### src/pdp8Pkg.sv
// PDP-8 shared definitions
`default_nettype none

package pdp8Pkg;

  // Word and memory-reference address fields
  localparam int WordBits    = 12;
  localparam int PageBits    = 7;
  localparam int PageSelBit  = 7;
  localparam int IndirectBit = 8;

  typedef logic [WordBits-1:0] wordT;

  // First instruction after reset, 0200 octal
  localparam wordT StartAddr = 12'o0200;

  // Major opcode, instruction bits 11..9
  typedef enum logic [2:0] {
    opAnd,
    opTad,
    opIsz,
    opDca,
    opJms,
    opJmp,
    opIot,
    opOpr
  } opcodeT;

  // Major states of the instruction sequencer
  typedef enum logic [2:0] {
    stFetch,
    stDecode,
    stDefer,
    stExecRead,
    stExecWrite,
    stOperate,
    stHalt
  } seqStateT;

  // Source of the next accumulator value
  typedef enum logic [1:0] {
    selAdd,
    selAnd,
    selOpr,
    selClr
  } acSelT;

  // Operate word layout
  localparam int OprGroupBit   = 8;
  localparam int OprGroup3Bit  = 0;
  localparam int OprClaBit     = 7;
  // Group 1 microinstructions
  localparam int OprCllBit     = 6;
  localparam int OprCmaBit     = 5;
  localparam int OprCmlBit     = 4;
  localparam int OprRarBit     = 3;
  localparam int OprRalBit     = 2;
  localparam int OprTwiceBit   = 1;
  localparam int OprIacBit     = 0;
  // Group 2 skips and halt
  localparam int OprSmaBit     = 6;
  localparam int OprSzaBit     = 5;
  localparam int OprSnlBit     = 4;
  localparam int OprSkipInvBit = 3;
  localparam int OprHltBit     = 1;

endpackage

`default_nettype wire

### src/accumulatorUnit.sv
// Accumulator, link and operate logic
`default_nettype none

module accumulatorUnit (
  input  logic           clk,
  input  logic           rstN,
  input  logic           acLoad,
  input  pdp8Pkg::acSelT acSel,
  input  pdp8Pkg::wordT  memRdata,
  input  logic           oprCla,
  input  logic           oprCll,
  input  logic           oprCma,
  input  logic           oprCml,
  input  logic           oprIac,
  input  logic           oprRotRight,
  input  logic           oprRotLeft,
  input  logic           oprTwice,
  input  logic           oprSkipSma,
  input  logic           oprSkipSza,
  input  logic           oprSkipSnl,
  input  logic           oprSkipInv,
  input  logic           isOprGroup2,
  output pdp8Pkg::wordT  acc,
  output logic           link,
  output logic           skipTaken
);
  import pdp8Pkg::*;

  wordT              sum;
  logic              carry;
  wordT              claOut;
  wordT              cmaOut;
  logic              cllOut;
  logic              cmlOut;
  logic [WordBits:0] incOut;
  logic [WordBits:0] rotOut;
  logic              skipAny;

  // Link and accumulator rotate as one 13-bit ring
  function automatic logic [WordBits:0] rotRight(input logic [WordBits:0] v);
    return {v[0], v[WordBits:1]};
  endfunction

  function automatic logic [WordBits:0] rotLeft(input logic [WordBits:0] v);
    return {v[WordBits-1:0], v[WordBits]};
  endfunction

  // TAD adder, carry out toggles the link
  assign {carry, sum} = {1'b0, acc} + {1'b0, memRdata};

  // Operate chain: clear, complement, increment, rotate
  assign claOut = oprCla ? '0 : acc;
  assign cllOut = oprCll ? 1'b0 : link;
  assign cmaOut = oprCma ? ~claOut : claOut;
  assign cmlOut = oprCml ? ~cllOut : cllOut;
  // IAC overflow carries into the link
  assign incOut = {cmlOut, cmaOut} + {{WordBits{1'b0}}, oprIac};

  always_comb begin
    rotOut = incOut;
    if (oprRotRight) begin
      rotOut = oprTwice ? rotRight(rotRight(incOut)) : rotRight(incOut);
    end else if (oprRotLeft) begin
      rotOut = oprTwice ? rotLeft(rotLeft(incOut)) : rotLeft(incOut);
    end else if (oprTwice) begin
      // BSW, link untouched
      rotOut = {incOut[WordBits], incOut[WordBits/2-1:0], incOut[WordBits-1:WordBits/2]};
    end
  end

  always_ff @(posedge clk) begin
    if (!rstN) begin
      acc  <= '0;
      link <= 1'b0;
    end else if (acLoad) begin
      case (acSel)
        selAdd: begin
          acc  <= sum;
          link <= link ^ carry;
        end
        selAnd: acc <= acc & memRdata;
        selOpr: {link, acc} <= rotOut;
        selClr: acc <= '0;
        default: acc <= acc;
      endcase
    end
  end

  // Group 2 test on the values before CLA
  assign skipAny = (oprSkipSma && acc[WordBits-1])
                || (oprSkipSza && (acc == '0))
                || (oprSkipSnl && link);
  // Inverted sense gives SPA, SNA, SZL and plain SKP
  assign skipTaken = isOprGroup2 && (oprSkipInv ? !skipAny : skipAny);

endmodule

`default_nettype wire

### src/cpuSequencer.sv
// Major-state sequencer
`default_nettype none

module cpuSequencer (
  input  logic            clk,
  input  logic            rstN,
  input  logic            run,
  input  pdp8Pkg::opcodeT opcode,
  input  logic            indirect,
  input  logic            isOprGroup2,
  input  logic            oprHlt,
  input  pdp8Pkg::wordT   effAddr,
  input  pdp8Pkg::wordT   acc,
  input  logic            skipTaken,
  input  logic            memDone,
  input  pdp8Pkg::wordT   memRdata,
  output logic            memReq,
  output logic            memWrite,
  output pdp8Pkg::wordT   memAddr,
  output pdp8Pkg::wordT   memWdata,
  output logic            loadIr,
  output logic            loadPointer,
  output logic            acLoad,
  output pdp8Pkg::acSelT  acSel,
  output pdp8Pkg::wordT   pc,
  output pdp8Pkg::wordT   pcPage,
  output logic            halted,
  output logic            instDone
);
  import pdp8Pkg::*;

  seqStateT state;
  seqStateT stateNext;
  wordT     pcNext;
  wordT     iszSum;
  logic     needMem;
  logic     pending;
  logic     haltSet;

  // Stores go through stExecWrite, loads through stExecRead
  function automatic seqStateT execEntry(input opcodeT op);
    return (op == opDca || op == opJms) ? stExecWrite : stExecRead;
  endfunction

  // ISZ result, operand still held from the read
  assign iszSum = memRdata + 12'd1;

  // Memory cycle of each state
  always_comb begin
    needMem  = 1'b0;
    memWrite = 1'b0;
    memAddr  = effAddr;
    memWdata = acc;
    case (state)
      stFetch: begin
        // Idle until run is raised
        needMem = run;
        memAddr = pc;
      end
      stDefer:    needMem = 1'b1;
      stExecRead: needMem = 1'b1;
      stExecWrite: begin
        needMem  = 1'b1;
        memWrite = 1'b1;
        if (opcode == opJms) begin
          memWdata = pc;
        end else if (opcode == opIsz) begin
          memWdata = iszSum;
        end
      end
      default: needMem = 1'b0;
    endcase
  end

  // One request per memory cycle
  assign memReq = needMem && !pending;

  always_comb begin
    stateNext   = state;
    pcNext      = pc;
    loadIr      = 1'b0;
    loadPointer = 1'b0;
    acLoad      = 1'b0;
    acSel       = selOpr;
    instDone    = 1'b0;
    haltSet     = 1'b0;
    case (state)
      stFetch: begin
        if (memDone) begin
          loadIr    = 1'b1;
          pcNext    = pc + 12'd1;
          stateNext = stDecode;
        end
      end
      stDecode: begin
        if (opcode == opIot) begin
          // IOT words do nothing
          instDone  = 1'b1;
          stateNext = stFetch;
        end else if (opcode == opOpr) begin
          stateNext = stOperate;
        end else if (indirect) begin
          stateNext = stDefer;
        end else if (opcode == opJmp) begin
          pcNext    = effAddr;
          instDone  = 1'b1;
          stateNext = stFetch;
        end else begin
          stateNext = execEntry(opcode);
        end
      end
      stDefer: begin
        if (memDone && opcode == opJmp) begin
          // JMP I takes the pointer straight from the bus
          pcNext    = memRdata;
          instDone  = 1'b1;
          stateNext = stFetch;
        end else if (memDone) begin
          loadPointer = 1'b1;
          stateNext   = execEntry(opcode);
        end
      end
      stExecRead: begin
        if (memDone && opcode == opIsz) begin
          stateNext = stExecWrite;
        end else if (memDone) begin
          acLoad      = 1'b1;
          acSel       = (opcode == opTad) ? selAdd : selAnd;
          loadPointer = indirect;
          instDone    = 1'b1;
          stateNext   = stFetch;
        end
      end
      stExecWrite: begin
        if (memDone) begin
          loadPointer = indirect;
          instDone    = 1'b1;
          stateNext   = stFetch;
          if (opcode == opDca) begin
            acLoad = 1'b1;
            acSel  = selClr;
          end else if (opcode == opJms) begin
            pcNext = effAddr + 12'd1;
          end else if (iszSum == '0) begin
            pcNext = pc + 12'd1;
          end
        end
      end
      stOperate: begin
        acLoad   = 1'b1;
        instDone = 1'b1;
        if (skipTaken) begin
          pcNext = pc + 12'd1;
        end
        haltSet   = isOprGroup2 && oprHlt;
        stateNext = haltSet ? stHalt : stFetch;
      end
      default: stateNext = state;
    endcase
  end

  always_ff @(posedge clk) begin
    if (!rstN) begin
      state   <= stFetch;
      pending <= 1'b0;
      pc      <= StartAddr;
      pcPage  <= StartAddr;
      halted  <= 1'b0;
    end else begin
      state <= stateNext;
      pc    <= pcNext;
      if (memReq) begin
        pending <= 1'b1;
      end else if (memDone) begin
        pending <= 1'b0;
      end
      // Address of the instruction now in the IR
      if (loadIr) begin
        pcPage <= pc;
      end
      if (haltSet) begin
        halted <= 1'b1;
      end
    end
  end

endmodule

`default_nettype wire

### src/instDecode.sv
// Instruction register and decoder
`default_nettype none

module instDecode (
  input  logic            clk,
  input  logic            rstN,
  input  logic            loadIr,
  input  pdp8Pkg::wordT   memRdata,
  output pdp8Pkg::wordT   ir,
  output pdp8Pkg::opcodeT opcode,
  output logic            indirect,
  output logic            isOprGroup2,
  output logic            oprCla,
  output logic            oprCll,
  output logic            oprCma,
  output logic            oprCml,
  output logic            oprIac,
  output logic            oprRotRight,
  output logic            oprRotLeft,
  output logic            oprTwice,
  output logic            oprSkipSma,
  output logic            oprSkipSza,
  output logic            oprSkipSnl,
  output logic            oprSkipInv,
  output logic            oprHlt
);
  import pdp8Pkg::*;

  logic isOpr;
  logic isGroup1;

  always_ff @(posedge clk) begin
    if (!rstN) begin
      ir <= '0;
    end else if (loadIr) begin
      ir <= memRdata;
    end
  end

  assign opcode   = opcodeT'(ir[WordBits-1:WordBits-3]);
  assign indirect = ir[IndirectBit];

  assign isOpr    = (opcode == opOpr);
  assign isGroup1 = isOpr && !ir[OprGroupBit];
  // Group 3 words match neither group and act as no-ops
  assign isOprGroup2 = isOpr && ir[OprGroupBit] && !ir[OprGroup3Bit];

  // CLA sits at the same place in both groups
  assign oprCla = (isGroup1 || isOprGroup2) && ir[OprClaBit];

  // Group 1 fields, zero outside group 1
  assign oprCll      = isGroup1 && ir[OprCllBit];
  assign oprCma      = isGroup1 && ir[OprCmaBit];
  assign oprCml      = isGroup1 && ir[OprCmlBit];
  assign oprIac      = isGroup1 && ir[OprIacBit];
  assign oprRotRight = isGroup1 && ir[OprRarBit];
  assign oprRotLeft  = isGroup1 && ir[OprRalBit];
  // Rotate twice, or BSW when no rotate is set
  assign oprTwice    = isGroup1 && ir[OprTwiceBit];

  // Group 2 fields share bits 6..1 with group 1
  assign oprSkipSma = isOprGroup2 && ir[OprSmaBit];
  assign oprSkipSza = isOprGroup2 && ir[OprSzaBit];
  assign oprSkipSnl = isOprGroup2 && ir[OprSnlBit];
  assign oprSkipInv = isOprGroup2 && ir[OprSkipInvBit];
  assign oprHlt     = isOprGroup2 && ir[OprHltBit];

endmodule

`default_nettype wire

### src/memRequester.sv
// APB memory requester
`default_nettype none

module memRequester (
  input  logic          clk,
  input  logic          rstN,
  input  logic          memReq,
  input  logic          memWrite,
  input  pdp8Pkg::wordT memAddr,
  input  pdp8Pkg::wordT memWdata,
  input  pdp8Pkg::wordT prdata,
  input  logic          pready,
  output pdp8Pkg::wordT paddr,
  output logic          psel,
  output logic          penable,
  output logic          pwrite,
  output pdp8Pkg::wordT pwdata,
  output logic          memDone,
  output pdp8Pkg::wordT memRdata
);

  // APB transfer phases
  typedef enum logic [1:0] {
    apbIdle,
    apbSetup,
    apbAccess
  } apbStateT;

  apbStateT apbState;
  logic     xferEnd;

  // Access phase with the completer ready
  assign xferEnd = (apbState == apbAccess) && pready;

  always_ff @(posedge clk) begin
    if (!rstN) begin
      apbState <= apbIdle;
      memDone  <= 1'b0;
    end else begin
      memDone <= xferEnd;
      case (apbState)
        apbIdle:   if (memReq) apbState <= apbSetup;
        apbSetup:  apbState <= apbAccess;
        apbAccess: if (pready) apbState <= apbIdle;
        default:   apbState <= apbIdle;
      endcase
    end
  end

  // Address, direction and data frozen from setup to completion
  always_ff @(posedge clk) begin
    if (apbState == apbIdle && memReq) begin
      paddr  <= memAddr;
      pwrite <= memWrite;
      pwdata <= memWdata;
    end
    // Read data held until the next read ends
    if (xferEnd && !pwrite) begin
      memRdata <= prdata;
    end
  end

  assign psel    = (apbState != apbIdle);
  assign penable = (apbState == apbAccess);

endmodule

`default_nettype wire

### src/operandAddress.sv
// Effective address stage
`default_nettype none

module operandAddress (
  input  logic          clk,
  input  logic          rstN,
  input  pdp8Pkg::wordT ir,
  input  pdp8Pkg::wordT pcPage,
  input  logic          loadPointer,
  input  pdp8Pkg::wordT memRdata,
  output pdp8Pkg::wordT effAddr
);
  import pdp8Pkg::*;

  logic [WordBits-PageBits-1:0] pageBase;
  wordT                         directAddr;
  wordT                         pointer;
  logic                         pointerValid;

  // Page zero, or the page holding the instruction itself
  assign pageBase   = ir[PageSelBit] ? pcPage[WordBits-1:PageBits] : '0;
  assign directAddr = {pageBase, ir[PageBits-1:0]};

  // First pulse takes the pointer after the defer read
  // Second pulse, at the end of the instruction, releases it
  always_ff @(posedge clk) begin
    if (!rstN) begin
      pointerValid <= 1'b0;
    end else if (loadPointer) begin
      pointerValid <= !pointerValid;
    end
  end

  always_ff @(posedge clk) begin
    if (loadPointer && !pointerValid) begin
      pointer <= memRdata;
    end
  end

  // Indirect operand once the pointer is held
  assign effAddr = pointerValid ? pointer : directAddr;

endmodule

`default_nettype wire

### src/pdp8Cpu.sv
// PDP-8 processor top
`default_nettype none

module pdp8Cpu (
  input  logic          clk,
  input  logic          rstN,
  input  logic          run,
  input  pdp8Pkg::wordT prdata,
  input  logic          pready,
  output pdp8Pkg::wordT paddr,
  output logic          psel,
  output logic          penable,
  output logic          pwrite,
  output pdp8Pkg::wordT pwdata,
  output pdp8Pkg::wordT acc,
  output logic          link,
  output pdp8Pkg::wordT pc,
  output logic          halted,
  output logic          instDone
);
  import pdp8Pkg::*;

  // Sequencer to memory port
  logic   memReq;
  logic   memWrite;
  wordT   memAddr;
  wordT   memWdata;
  logic   memDone;
  wordT   memRdata;

  // Stage controls
  logic   loadIr;
  logic   loadPointer;
  logic   acLoad;
  acSelT  acSel;
  wordT   pcPage;
  wordT   effAddr;
  logic   skipTaken;

  // Decoded instruction
  wordT   ir;
  opcodeT opcode;
  logic   indirect;
  logic   isOprGroup2;
  logic   oprCla;
  logic   oprCll;
  logic   oprCma;
  logic   oprCml;
  logic   oprIac;
  logic   oprRotRight;
  logic   oprRotLeft;
  logic   oprTwice;
  logic   oprSkipSma;
  logic   oprSkipSza;
  logic   oprSkipSnl;
  logic   oprSkipInv;
  logic   oprHlt;

  memRequester memRequester_inst (
    .clk(clk), .rstN(rstN),
    .memReq(memReq), .memWrite(memWrite), .memAddr(memAddr), .memWdata(memWdata),
    .prdata(prdata), .pready(pready),
    .paddr(paddr), .psel(psel), .penable(penable), .pwrite(pwrite), .pwdata(pwdata),
    .memDone(memDone), .memRdata(memRdata)
  );

  instDecode instDecode_inst (
    .clk(clk), .rstN(rstN), .loadIr(loadIr), .memRdata(memRdata),
    .ir(ir), .opcode(opcode), .indirect(indirect), .isOprGroup2(isOprGroup2),
    .oprCla(oprCla), .oprCll(oprCll), .oprCma(oprCma), .oprCml(oprCml),
    .oprIac(oprIac), .oprRotRight(oprRotRight), .oprRotLeft(oprRotLeft),
    .oprTwice(oprTwice), .oprSkipSma(oprSkipSma), .oprSkipSza(oprSkipSza),
    .oprSkipSnl(oprSkipSnl), .oprSkipInv(oprSkipInv), .oprHlt(oprHlt)
  );

  operandAddress operandAddress_inst (
    .clk(clk), .rstN(rstN), .ir(ir), .pcPage(pcPage),
    .loadPointer(loadPointer), .memRdata(memRdata), .effAddr(effAddr)
  );

  accumulatorUnit accumulatorUnit_inst (
    .clk(clk), .rstN(rstN), .acLoad(acLoad), .acSel(acSel), .memRdata(memRdata),
    .oprCla(oprCla), .oprCll(oprCll), .oprCma(oprCma), .oprCml(oprCml),
    .oprIac(oprIac), .oprRotRight(oprRotRight), .oprRotLeft(oprRotLeft),
    .oprTwice(oprTwice), .oprSkipSma(oprSkipSma), .oprSkipSza(oprSkipSza),
    .oprSkipSnl(oprSkipSnl), .oprSkipInv(oprSkipInv), .isOprGroup2(isOprGroup2),
    .acc(acc), .link(link), .skipTaken(skipTaken)
  );

  cpuSequencer cpuSequencer_inst (
    .clk(clk), .rstN(rstN), .run(run),
    .opcode(opcode), .indirect(indirect), .isOprGroup2(isOprGroup2), .oprHlt(oprHlt),
    .effAddr(effAddr), .acc(acc), .skipTaken(skipTaken),
    .memDone(memDone), .memRdata(memRdata),
    .memReq(memReq), .memWrite(memWrite), .memAddr(memAddr), .memWdata(memWdata),
    .loadIr(loadIr), .loadPointer(loadPointer), .acLoad(acLoad), .acSel(acSel),
    .pc(pc), .pcPage(pcPage), .halted(halted), .instDone(instDone)
  );

endmodule

`default_nettype wire

### config.mk
export PLATFORM = sky130hd
export DESIGN_NAME = pdp8Cpu
export DESIGN_NICKNAME = d
export VERILOG_FILES = /design/src/pdp8Pkg.sv /design/src/accumulatorUnit.sv /design/src/cpuSequencer.sv /design/src/instDecode.sv /design/src/memRequester.sv /design/src/operandAddress.sv /design/src/pdp8Cpu.sv
export SDC_FILE = /design/constraint.sdc
export NUM_CORES = 1
export LEC_CHECK = 0
export ABC_AREA = 1
export BUFFER_PORTS_ARGS = -buffer_cell sky130_fd_sc_hd__buf_2
export CORE_MARGIN = 3
export CORE_UTILIZATION = 39
export CTS_CLUSTER_DIAMETER = 30
export CTS_CLUSTER_SIZE = 24
export DETAILED_ROUTE_END_ITERATION = 8
export PLACE_DENSITY = 0.6
export SLEW_MARGIN = 30
export SYNTH_ARGS = -nofsm -noshare
export SYNTH_HDL_FRONTEND = slang
export SYNTH_SLANG_ARGS = --single-unit
### constraint.sdc
create_clock -name clk -period 3.6 [get_ports clk]
set_input_delay 0.72 -clock clk [delete_from_list [all_inputs] [get_ports clk]]
set_output_delay 0.72 -clock clk [all_outputs]
set_load 0.03 [all_outputs]
-- Yosys cells after proc, flatten, opt, wreduce, memory -nomap -nowiden
Index checks and enable logic that the tools add are counted.
- add/sub/neg operators: 5
- eq/ne operators: 30
- mux-type cells: 72
- bitwise operators: 4
- reductions and logical operators: 53
- operators with widths (kind ; count):
    $mux W12 ; 19
    $pmux W12 S5 ; 1
    $mux W13 ; 4
    $pmux W12 S4 ; 1
    $add A12 B1 Y12 const B ; 3
    $mux W3 ; 11
    $logic_and A1 B1 Y1 ; 28
    $logic_not A12 Y1 ; 2
    $mux W1 ; 22
    $eq A3 B3 Y1 const B ; 6
    $pmux W3 S6 ; 1
    $ne A2 B2 Y1 const B ; 8
    $add A12 B12 Y13 ; 1
    $add A13 B1 Y13 ; 1
    $and A12 B12 Y12 ; 1
    $eq A3 B2 Y1 const B ; 4
    $not A12 Y12 ; 1
    $reduce_and A11 Y1 ; 1
    $mux W2 ; 5
    $eq A2 B2 Y1 const B ; 3
    $eq A3 B1 Y1 const B ; 2
    $logic_not A1 Y1 ; 6
    $ne A2 B1 Y1 const B ; 3
    $pmux W1 S3 ; 2
    other kinds (19) ; 28
- register bits after elaboration: 107
- input port bits: 16
- output and inout bits: 54
- word-level logic and storage cells: 180

-- Depth between registers and ports, before layout
Gate-level depths: netlist of run 1.
- word-level depth: 13
- mapped depth: 22

-- Modules after synthesis
From an unflattened synthesis of run 1, not the netlist that was laid out.
- cell total of the unflattened synthesis: 1112
- area, all modules: 7706.1 sq um
- modules (own cells, without submodules) (module ; times used ; cells each ; area an instance (sq um) ; sequential area each (sq um)):
    cpuSequencer ; 1 ; 534 ; 3037.9 ; 580.6
    accumulatorUnit ; 1 ; 389 ; 2303.5 ; 260.2
    memRequester ; 1 ; 55 ; 1247.4 ; 1171.1
    operandAddress ; 1 ; 58 ; 568.0 ; 380.4
    instDecode ; 1 ; 76 ; 549.3 ; 240.2

-- Least setup slack after synthesis of run 1
No wires, ideal clock.
- kind: register to register
- from: reg accumulatorUnit_inst.acc[0]
- to: reg accumulatorUnit_inst.acc[10]
- setup time: 109 ps
- arrival time: 2529 ps
- path slack: 962 ps
- stages on the path, launching flop included: 19
- path buffers: 0
- clock period less this slack: 2638 ps
- path through: dfxtp_1 ha_1 inv_1 fa_1 inv_1 nand3_1 nand2_1 nand2_1 nand2_1 a21oi_1 o21ai_0 nand2_1 nand2_1 a21oi_1 or2_2 nand3_1 nand4_1 nand2_1 inv_1
- cells in the longest elaborated chain, start to end: 8
- RTL lines (element ; RTL line ; RTL):
    from (decl) ; accumulatorUnit.sv:23 ; output pdp8Pkg::wordT acc,
    from (signal assigned) ; accumulatorUnit.sv:78 ; acc <= sum;
    from (signal assigned) ; accumulatorUnit.sv:81 ; selAnd: acc <= acc & memRdata;
    from (signal assigned) ; accumulatorUnit.sv:82 ; selOpr: {link, acc} <= rotOut;
    $mux W12 ; accumulatorUnit.sv:52 ; assign claOut = oprCla ? '0 : acc;
    $not A12 Y12 ; accumulatorUnit.sv:54 ; assign cmaOut = oprCma ? ~claOut : claOut;
    $mux W12 ; accumulatorUnit.sv:54 ;
    $add A13 B1 Y13 ; accumulatorUnit.sv:57 ; assign incOut = {cmlOut, cmaOut} + {{WordBits{1'b0}}, oprIac};
    $mux W12 / $mux W13 (equally long branches) ; accumulatorUnit.sv:65, accumulatorUnit.sv:64 ;
    $mux W13 ; accumulatorUnit.sv:63 ; end else if (oprRotLeft) begin
    $mux W13 ; accumulatorUnit.sv:61 ; if (oprRotRight) begin
    $pmux W12 S4 * ; accumulatorUnit.sv:76 ; case (acSel)
Every way passes the cells marked *; elsewhere a longest branch is shown, timed or not.
A chain may end at the register's enable or synchronous reset.

-- Worst setup path in the final report of run 1
- from: reg memRequester_inst.memRdata[0]
- to: reg cpuSequencer_inst.pc[0]
- cells in the longest elaborated chain, start to end: 4
- RTL lines (element ; RTL line ; RTL):
    from (decl) ; memRequester.sv:19 ; output pdp8Pkg::wordT memRdata
    from (signal assigned) ; memRequester.sv:59 ; memRdata <= prdata;
    $add A12 B1 Y12 ; cpuSequencer.sv:46 ; assign iszSum = memRdata + 12'd1;
    $logic_not A12 Y1 ; cpuSequencer.sv:144 ; end else if (iszSum == '0) begin
    $ne A3 B1 Y1 (no line) ; - ;
    $reduce_and A11 Y1 (no line) ; - ;
    to (signal assigned) ; cpuSequencer.sv:166 ; pc <= StartAddr;
    to (signal assigned) ; cpuSequencer.sv:171 ; pc <= pcNext;
    to (decl) ; cpuSequencer.sv:25 ; output pdp8Pkg::wordT pc,
Several ways; a longest one is shown, not always the timed one. The select of a mux whose other input is x is not followed.

==> impl_results.md, run 1 <==
* Routed wire length at ~23,000 um
* Latest clock arrival within the worst-skew pair at ~0.36 ns
* Crit path required time at between 3 and 4 ns
* Synth Area in Adders at 0.03344
* #FFs+latches synth at 100
* Synth Area per Inst at about 7.1 um2
* Worst setup margin at around 0.52 ns
* Worst setup path class: flip-flop to flip-flop
* Synthesized Nets at a little over 1,000
* Outcome: finished, final reports clean
* Final Critical Period at a little over 3 ns
* Post-synth top flop: dfxtp_1
* Startpoint Class: flip-flop
* I/O Pins at 70
* Compound-Gate Fraction of Synth Area at 0.1913
* Die height at ~140 um
* Net switching power at 0.001038 W
* Pwr per Cell Area at 390.0 nW/um2
* Nets at between 1,000 and 1,500
* Worst slew margin at 0.4766
* Syn. warnings at 0
* Dpl hpwl at between 15,000 and 20,000 um
* Cell Area, Synth at a little under 7000 um2
* Mux share of post-synthesis cell area at 0
* GP Congestion at ~0.93
* Final setup viols at 0
* Routed via count at between 6,000 and 7,000
* H-Tree Depth at 3
* Fmax at approximately 0.32 GHz
* Clock power share at 0.317
* Worst slew pin tran at just under 0.8 ns
* Area of the die at ~19,000 um2
* Worst Setup End Kind: flip-flop
* Post-Place Setup Slack at approximately 0.6 ns
* Seq/Total Area, Yosys at 0.3581
* Max_cap viols at 0
* Period utilisation layout at 0.8554
* Worst Hold Class: flip-flop to flip-flop
* Ant diodes at 0
* Leakage at about 3.2 nW
* Yosys cell types at 48
* EDFF count, synth at 49
* Layout area overhead at 13.19%
* Number of DRC markers in iteration 0 at around 760
* Final Hold Viols at 0
* Mapped Cells at 975
* Pint at ~0.0020 W
* VDD IR max at just under 0.3 mV
* Initial antenna violation count at 0
* Inserted Clock Buffers at 9
* Die X at between 100 and 150 um
* Switch share at 0.3378
* WL/cell at 18.14 um
* Simple-gate area share of the yosys netlist at 0.3094
* Clk pin slew, worst setup/hold paths at 0.07 ns
* Comb pwr share at 0.227
* Clock skew at a little over 0.01 ns
* DRC errors left at 0
* DRT Pass-1 Iters at 5
* Asr flop ratio synth at 0
* Total track usage at 0.2351
* Root Buffer Master: clkbuf_16
* Reg2reg setup slack at between 0.5 and 0.6 ns
* Combinational family with the most area after synthesis: simple AND/OR/NAND/NOR gates
* Layout cells sized above 1 at 0.1594
* Vias/cell at 5.456
* Arrival time at the worst endpoint at between 3 and 4 ns
* First-pass GRT wire length at roughly 36,000 um
* Seq pwr share at 0.456
* Setup_tns at 0 ns
* Clock sink total at 100
* Antenna Nets Post-Route at 0
* Remaining Overflow, GRT at 0
* Clock Tree Buf Depth at 2
* Site Rows at between 40 and 50
* Cts hold-fix bufs at 0
* Core area at roughly 17,000 um2
* CTS tree: done
* CTS resizes at 0
* Largest fanout on the critical path at 16
* Port bufs at 69
* Vias in the first global route at 6,442
* Initial Util at 0.4010
* Final Slew Violations at 0
* Synth Area in XOR/XNOR at 0.02517
* Setup repair after global routing missed its margin: false
* Pin count of the biggest net entering global routing at 37
* Setup Fix Bufs, Post-CTS at 0
[kinds of logic after synthesis]
group | count (synthesis)
AOI/OAI and AO/OA | 229
adders and majority gates | 18
DFF | 100
buffers and inverters | 143
and+or+nand+nor | 465
xor gates and xnor gates | 20
[final cells by class]
class / count / area (um2)
clock buffers: 12 / 266.5
flip-flops and latches: 100 / 2492
clock inverters: 4 / 30.03
multi-input cells: 732 / 3895
well taps: 225 / 281.5
inverters: 111 / 417.9
fillers: 1778 / 9478
repair buffers: 89 / 495.5
[state kept, by name, summed over array words and instances (netlist names), 2 cells and up]
name,count
cpuSequencer_inst.state,3
memRequester_inst.apbState,2
accumulatorUnit_inst.acc,12
memRequester_inst.paddr,12
cpuSequencer_inst.pc,12
operandAddress_inst.pointer,12
memRequester_inst.memRdata,12
cpuSequencer_inst.pcPage,5
memRequester_inst.pwdata,12
instDecode_inst.ir,12
[synthesized netlist by cell type (4+ instances only)]
cell / instances / area share
nand2_1: 188 / 0.10
inv_1: 101 / 0.054
o21ai_0: 99 / 0.071
nand3_1: 98 / 0.070
nor2_1: 96 / 0.052
a21oi_1: 68 / 0.049
dfxtp_1: 51 / 0.15
edfxtp_1: 49 / 0.21
clkbuf_1: 24 / 0.013
nand2_2: 20 / 0.018
ha_1: 17 / 0.031
nor3_1: 15 / 0.011
xor2_1: 15 / 0.019
o221ai_1: 13 / 0.016
nand4_1: 12 / 0.011
inv_2: 8 / 0.0043
or2_2: 8 / 0.0072
a31oi_1: 7 / 0.0063
o31ai_1: 7 / 0.0075
a22oi_1: 6 / 0.0065
nand3_2: 5 / 0.0072
nor2_2: 5 / 0.0045
o2111ai_1: 5 / 0.0063
o21ai_1: 5 / 0.0036
xnor2_1: 5 / 0.0063
buf_6: 4 / 0.0065
nand2_4: 4 / 0.0065
nor4_1: 4 / 0.0036
o22ai_1: 4 / 0.0036
[power by group through the flow]
| stage | Combinational (W) | Sequential, W | Clock, W |
|---|---|---|---|
| 2_1_floorplan | 0.000318 | 0.00157 | 0 |
| 3_3_place_gp | 0.000690 | 0.00142 | 0 |
| 3_5_place_dp | 0.000693 | 0.00142 | 0 |
| 4_1_cts | 0.000695 | 0.00140 | 0.00100 |
| 5_1_grt | 0.000765 | 0.00141 | 0.00104 |
| 6_report | 0.000699 | 0.00140 | 0.000973 |
[path summary, 6_finish.rpt]
kind                                      startpoint                                     to  cells after the start
min            cpuSequencer_inst.halted$_SDFFE_PN0P_  cpuSequencer_inst.halted$_SDFFE_PN0P_                      2
max          memRequester_inst.memRdata[0]$_DFFE_PP_   cpuSequencer_inst.pc[0]$_SDFFE_PN0P_                     12
min reg2reg    cpuSequencer_inst.halted$_SDFFE_PN0P_  cpuSequencer_inst.halted$_SDFFE_PN0P_                      2
max reg2reg  memRequester_inst.memRdata[0]$_DFFE_PP_   cpuSequencer_inst.pc[0]$_SDFFE_PN0P_                     12
[stage by stage]
stage	std cells	hold slack (ns)	util	instance area (um2)	total power, W
floorplan	975	0.4317	-	6960	0.001890
global placement	1257	0.4506	0.4369	7582	0.002115
detailed placement	1257	0.4528	0.4369	7582	0.002117
CTS	1273	0.4642	0.4539	7879	0.003094
global route	1273	0.4889	0.4539	7879	0.003216
finish	1273	0.4579	0.4539	7879	0.003073
[per-layer routing]
metal / wire, um / share of wire / GRT usage / up-vias
li1: - / - / - / 3485
met1: 11130 / 0.48 / 0.3375 / 3184
met2: 9922 / 0.43 / 0.3542 / 234
met3: 1281 / 0.055 / 0.04502 / 42
met4: 754 / 0.033 / 0.08363 / 0
met5: 0 / 0 / 0 / -
[cells in the final DEF (no fill, tap or decap), drive strengths merged, types with 8 or more instances in the layout]
cell type,n
o221ai,13
ha,17
edfxtp,49
nor3,17
buf,89
o21ai,104
nand2,212
nor2,105
dfxtp,51
clkbuf,12
xor2,15
or2,8
inv,110
a21oi,68
nand3,104
nand4,12
[worst max-delay path: stages (launching register included)]
cell	delay, ns
edfxtp_1	0.60
ha_1	0.24
nand2_1	0.12
nor4_1	0.36
nand3_1	0.14
xor2_1	0.21
nand3_1	0.10
o31ai_1	0.29
nand2_2	0.23
inv_1	0.39
nand2_1	0.11
o21ai_0	0.09
nor2_1	0.05
Power figures use the tool's default switching activity.
==> run 2, diff against run 1 <==
ABC_AREA = default   (was 1)
PLACE_DENSITY = default   (was 0.6)
==> run 2 against run 1 <==
Clock-buffer cell count down 3. Cell count down 6.3%. Clock power about the same. Register-to-register slack worse by 0.15 ns. First-iteration DRC count up 9.8%. Critical endpoint is now accumulatorUnit_inst.acc[10]$_SDFFE_PN0P_. Largest cell class unchanged. Largest power group unchanged.
==> impl_results.md, run 2 <==
* Outcome: finished, final reports clean
* EDFF count, synth at 49
* Setup Fix Bufs, Post-CTS at 0
* Core area at 17,660 um2
* Final Hold Viols at 0
* FF-to-FF path depth at 13
* Ant diodes at 0
* Routed wire length at about 25,000 um
* Nets at 997
* Clock Tree Buf Depth at 2
* Seq/Total Area, Yosys at 0.3483
* Synth top area cells: edfxtp_1, dfxtp_1, nand2_1, a21oi_1, nor2_1
* I/O Pins at 70
* CTS tree: done
* Area of the die at 20,010 um2
* WL/cell at 21.06 um
* Cts hold-fix bufs at 0
* Synthesized Nets at around 940
* Post-synth top flop: dfxtp_1
* VDD IR max at 0.2690 mV
* DRT Pass-1 Iters at 6
* DRC errors left at 0
* #FFs+latches synth at 100
* Antenna Nets Post-Route at 0
* Site Rows at 48
* Startpoint Class: flip-flop
* Crit path buf inv count at 1
* Critical Path, Cell by Cell: and4b_1 > and2_4 > buf_4 > xnor2_1 > ha_1 > and4_1 > a32o_1 > a31o_1 > a221o_1 > a31oi_4 > nand3_1 > a31oi_1 > a2111oi_2
* CTS resizes at 0
* Min-Delay Startpoint: cpuSequencer_inst.pcPage[9]$_SDFFE_PN0P_
* R2R Path Start: instDecode_inst.ir[8]$_SDFFE_PN0P_
* Cell Area, Synth at ~7200 um2
* Worst slew pin tran at 0.9401 ns
* Syn. warnings at 0
* Inserted Clock Buffers at 9
* Routed via count at between 7,000 and 8,000
* Crit path required time at between 3 and 4 ns
* Initial Util at 0.4053
* Reg2reg setup slack at about 0.37 ns
* Layout cells sized above 1 at 0.1591
* Mapped Cells at about 910
* Post-route insts no fill at 1,193
* Layout area overhead at 13.67%
* Largest fanout on the critical path at 17
* Critical R2R Capture: accumulatorUnit_inst.acc[10]$_SDFFE_PN0P_
* Final Slew Violations at 0
* Period utilisation layout at 0.8969
* Clk pin slew, worst setup/hold paths at 0.08 ns
* Worst slew margin at 0.3553
* H-Tree Depth at 3
* Remaining Overflow, GRT at 0
* Synth Area per Inst at about 8 um2
* Most frequent cells in the layout: nand2_1, a21oi_1, nor2_1
* Die X at ~140 um
* WHS Path Cells at 2
* Clock skew at 0.01207 ns
* Synth top cells by count: nand2_1, a21oi_1, nor2_1
* Pwr per Cell Area at between 300 and 400 nW/um2
* Worst setup path class: flip-flop to flip-flop
* Dpl hpwl at 18,900 um
* Crit-path leading delay family: compound AO/OA/AOI/OAI gates
* Vias in the first global route at 6,654
* Pin count of the biggest net entering global routing at 39
* CP peak stage delay at between 0.3 and 0.4 ns
* GP Congestion at slightly below 1
* Port bufs at 69
* Leakage at about 3 nW
* Latest clock arrival within the worst-skew pair at about 0.36 ns
* Max_cap viols at 0
* Worst Hold Class: flip-flop to flip-flop
* First-pass GRT wire length at between 30,000 and 40,000 um
* Cell accounting for the most synthesized area: edfxtp_1
* Fmax at a little over 0.3 GHz
* Setup repair after global routing missed its margin: false
* Total track usage at 0.2499
* Asr flop ratio synth at 0
* Die height at between 100 and 150 um
* CP max stage cell: and4b_1
* Arrival time at the worst endpoint at approximately 3.5 ns
* Top cell type's share of synthesized area at 0.2056
* Placed instance count at about 1,200
* Final setup viols at 0
* Number of DRC markers in iteration 0 at 832
* Setup_tns at 0 ns
* Worst Setup End Kind: flip-flop
* Clock sink total at 100
* Count leader, synth: nand2_1
* Final Critical Period at between 3 and 4 ns
* Yosys cell types at 74
* Root Buffer Master: clkbuf_16
* Vias/cell at 6.152
* Most common cell after layout, fill and taps aside: nand2_1
* WHS Endpoint: cpuSequencer_inst.pcPage[9]$_SDFFE_PN0P_
* Initial antenna violation count at 0
-- run 2: cell count changes in the layout (fill, tap and decap cells not counted), moves of 22 or more --
| cell | change |
|---|---|
| inv_1 | -80 |
| nand3_1 | -65 |
| nand2_1 | -64 |
| o21ai_0 | -52 |
| xnor2_1 | +24 |
| buf_4 | +22 |
-- run 2: cells by family after synthesis --
| kind of cell | after synthesis | share of synthesized area |
|---|---|---|
| buf+inv | 90 | 0.05140 |
| compound gates | 287 | 0.2657 |
| mux | 12 | 0.01731 |
| xor+xnor | 41 | 0.05017 |
| simple gates | 361 | 0.2346 |
| flops | 100 | 0.3483 |
| fa+ha+maj | 18 | 0.03252 |
-- run 2: worst reg2reg max path, delay by kind of cell (launching register included) --
| kind | cells | cell delay, ns |
|---|---|---|
| AOI/OAI and AO/OA | 6 | 1.37 |
| and+or+nand+nor | 4 | 0.88 |
| DFF | 1 | 0.31 |
| buffers and inverters | 1 | 0.23 |
| adders and majority gates | 1 | 0.21 |
| xor gates and xnor gates | 1 | 0.11 |
-- run 2: routing by layer --
layer  up-vias  GRT usage  part of all wire  wire [um]
met1      3478     0.3683              0.46      11560
met5         -          0                 0          0
met2       342     0.3657              0.42      10570
met4         0    0.07222             0.027        682
met3        44    0.05662             0.092       2317
li1       3475          -                 -          -
-- run 2: per-stage QoR --
| stage | hold slack (ns) | worst slack, ns | area, um2 | total power (W) | util |
|---|---|---|---|---|---|
| floorplan | 0.4364 | 0.08087 | 7158 | 0.001402 | - |
| global placement | 0.4467 | 0.4071 | 7815 | 0.001466 | 0.4426 |
| detailed placement | 0.4500 | 0.3999 | 7820 | 0.001469 | 0.4429 |
| CTS | 0.4623 | 0.3621 | 8119 | 0.002460 | 0.4598 |
| global route | 0.4774 | 0.1156 | 8135 | 0.002526 | 0.4607 |
| finish | 0.4646 | 0.3712 | 8135 | 0.002443 | 0.4607 |
-- run 2: cell type report --
cell class	instances	area, um2
clock inverter	7	73.82
timing repair buffer	112	668.1
inverter	21	78.83
clock buffer	9	225.2
sequential	100	2492
multi-input combinational	719	4315
tap	225	281.5
fill	1826	9522
-- run 2: worst max path at each step --
| stage | start | to | slack (ns) | cells after the start |
|---|---|---|---|---|
| global placement | instDecode_inst.ir[8]$_SDFFE_PN0P_ | accumulatorUnit_inst.acc[10]$_SDFFE_PN0P_ | 0.41 | 13 |
| CTS | instDecode_inst.ir[8]$_SDFFE_PN0P_ | accumulatorUnit_inst.acc[10]$_SDFFE_PN0P_ | 0.36 | 13 |
| global route | instDecode_inst.ir[11]$_SDFFE_PN0P_ | accumulatorUnit_inst.acc[8]$_SDFFE_PN0P_ | 0.12 | 13 |
| detailed placement | instDecode_inst.ir[8]$_SDFFE_PN0P_ | accumulatorUnit_inst.acc[10]$_SDFFE_PN0P_ | 0.40 | 13 |
| floorplan | instDecode_inst.ir[11]$_SDFFE_PN0P_ | accumulatorUnit_inst.acc[10]$_SDFFE_PN0P_ | 0.08 | 17 |
| finish | instDecode_inst.ir[8]$_SDFFE_PN0P_ | accumulatorUnit_inst.acc[10]$_SDFFE_PN0P_ | 0.37 | 13 |
-- run 2: where the power goes --
part / internal, W / switching (W)
logic: 0.0000557 / 0.000138
registers: 0.00123 / 0.0000205
clock network: 0.000493 / 0.000507
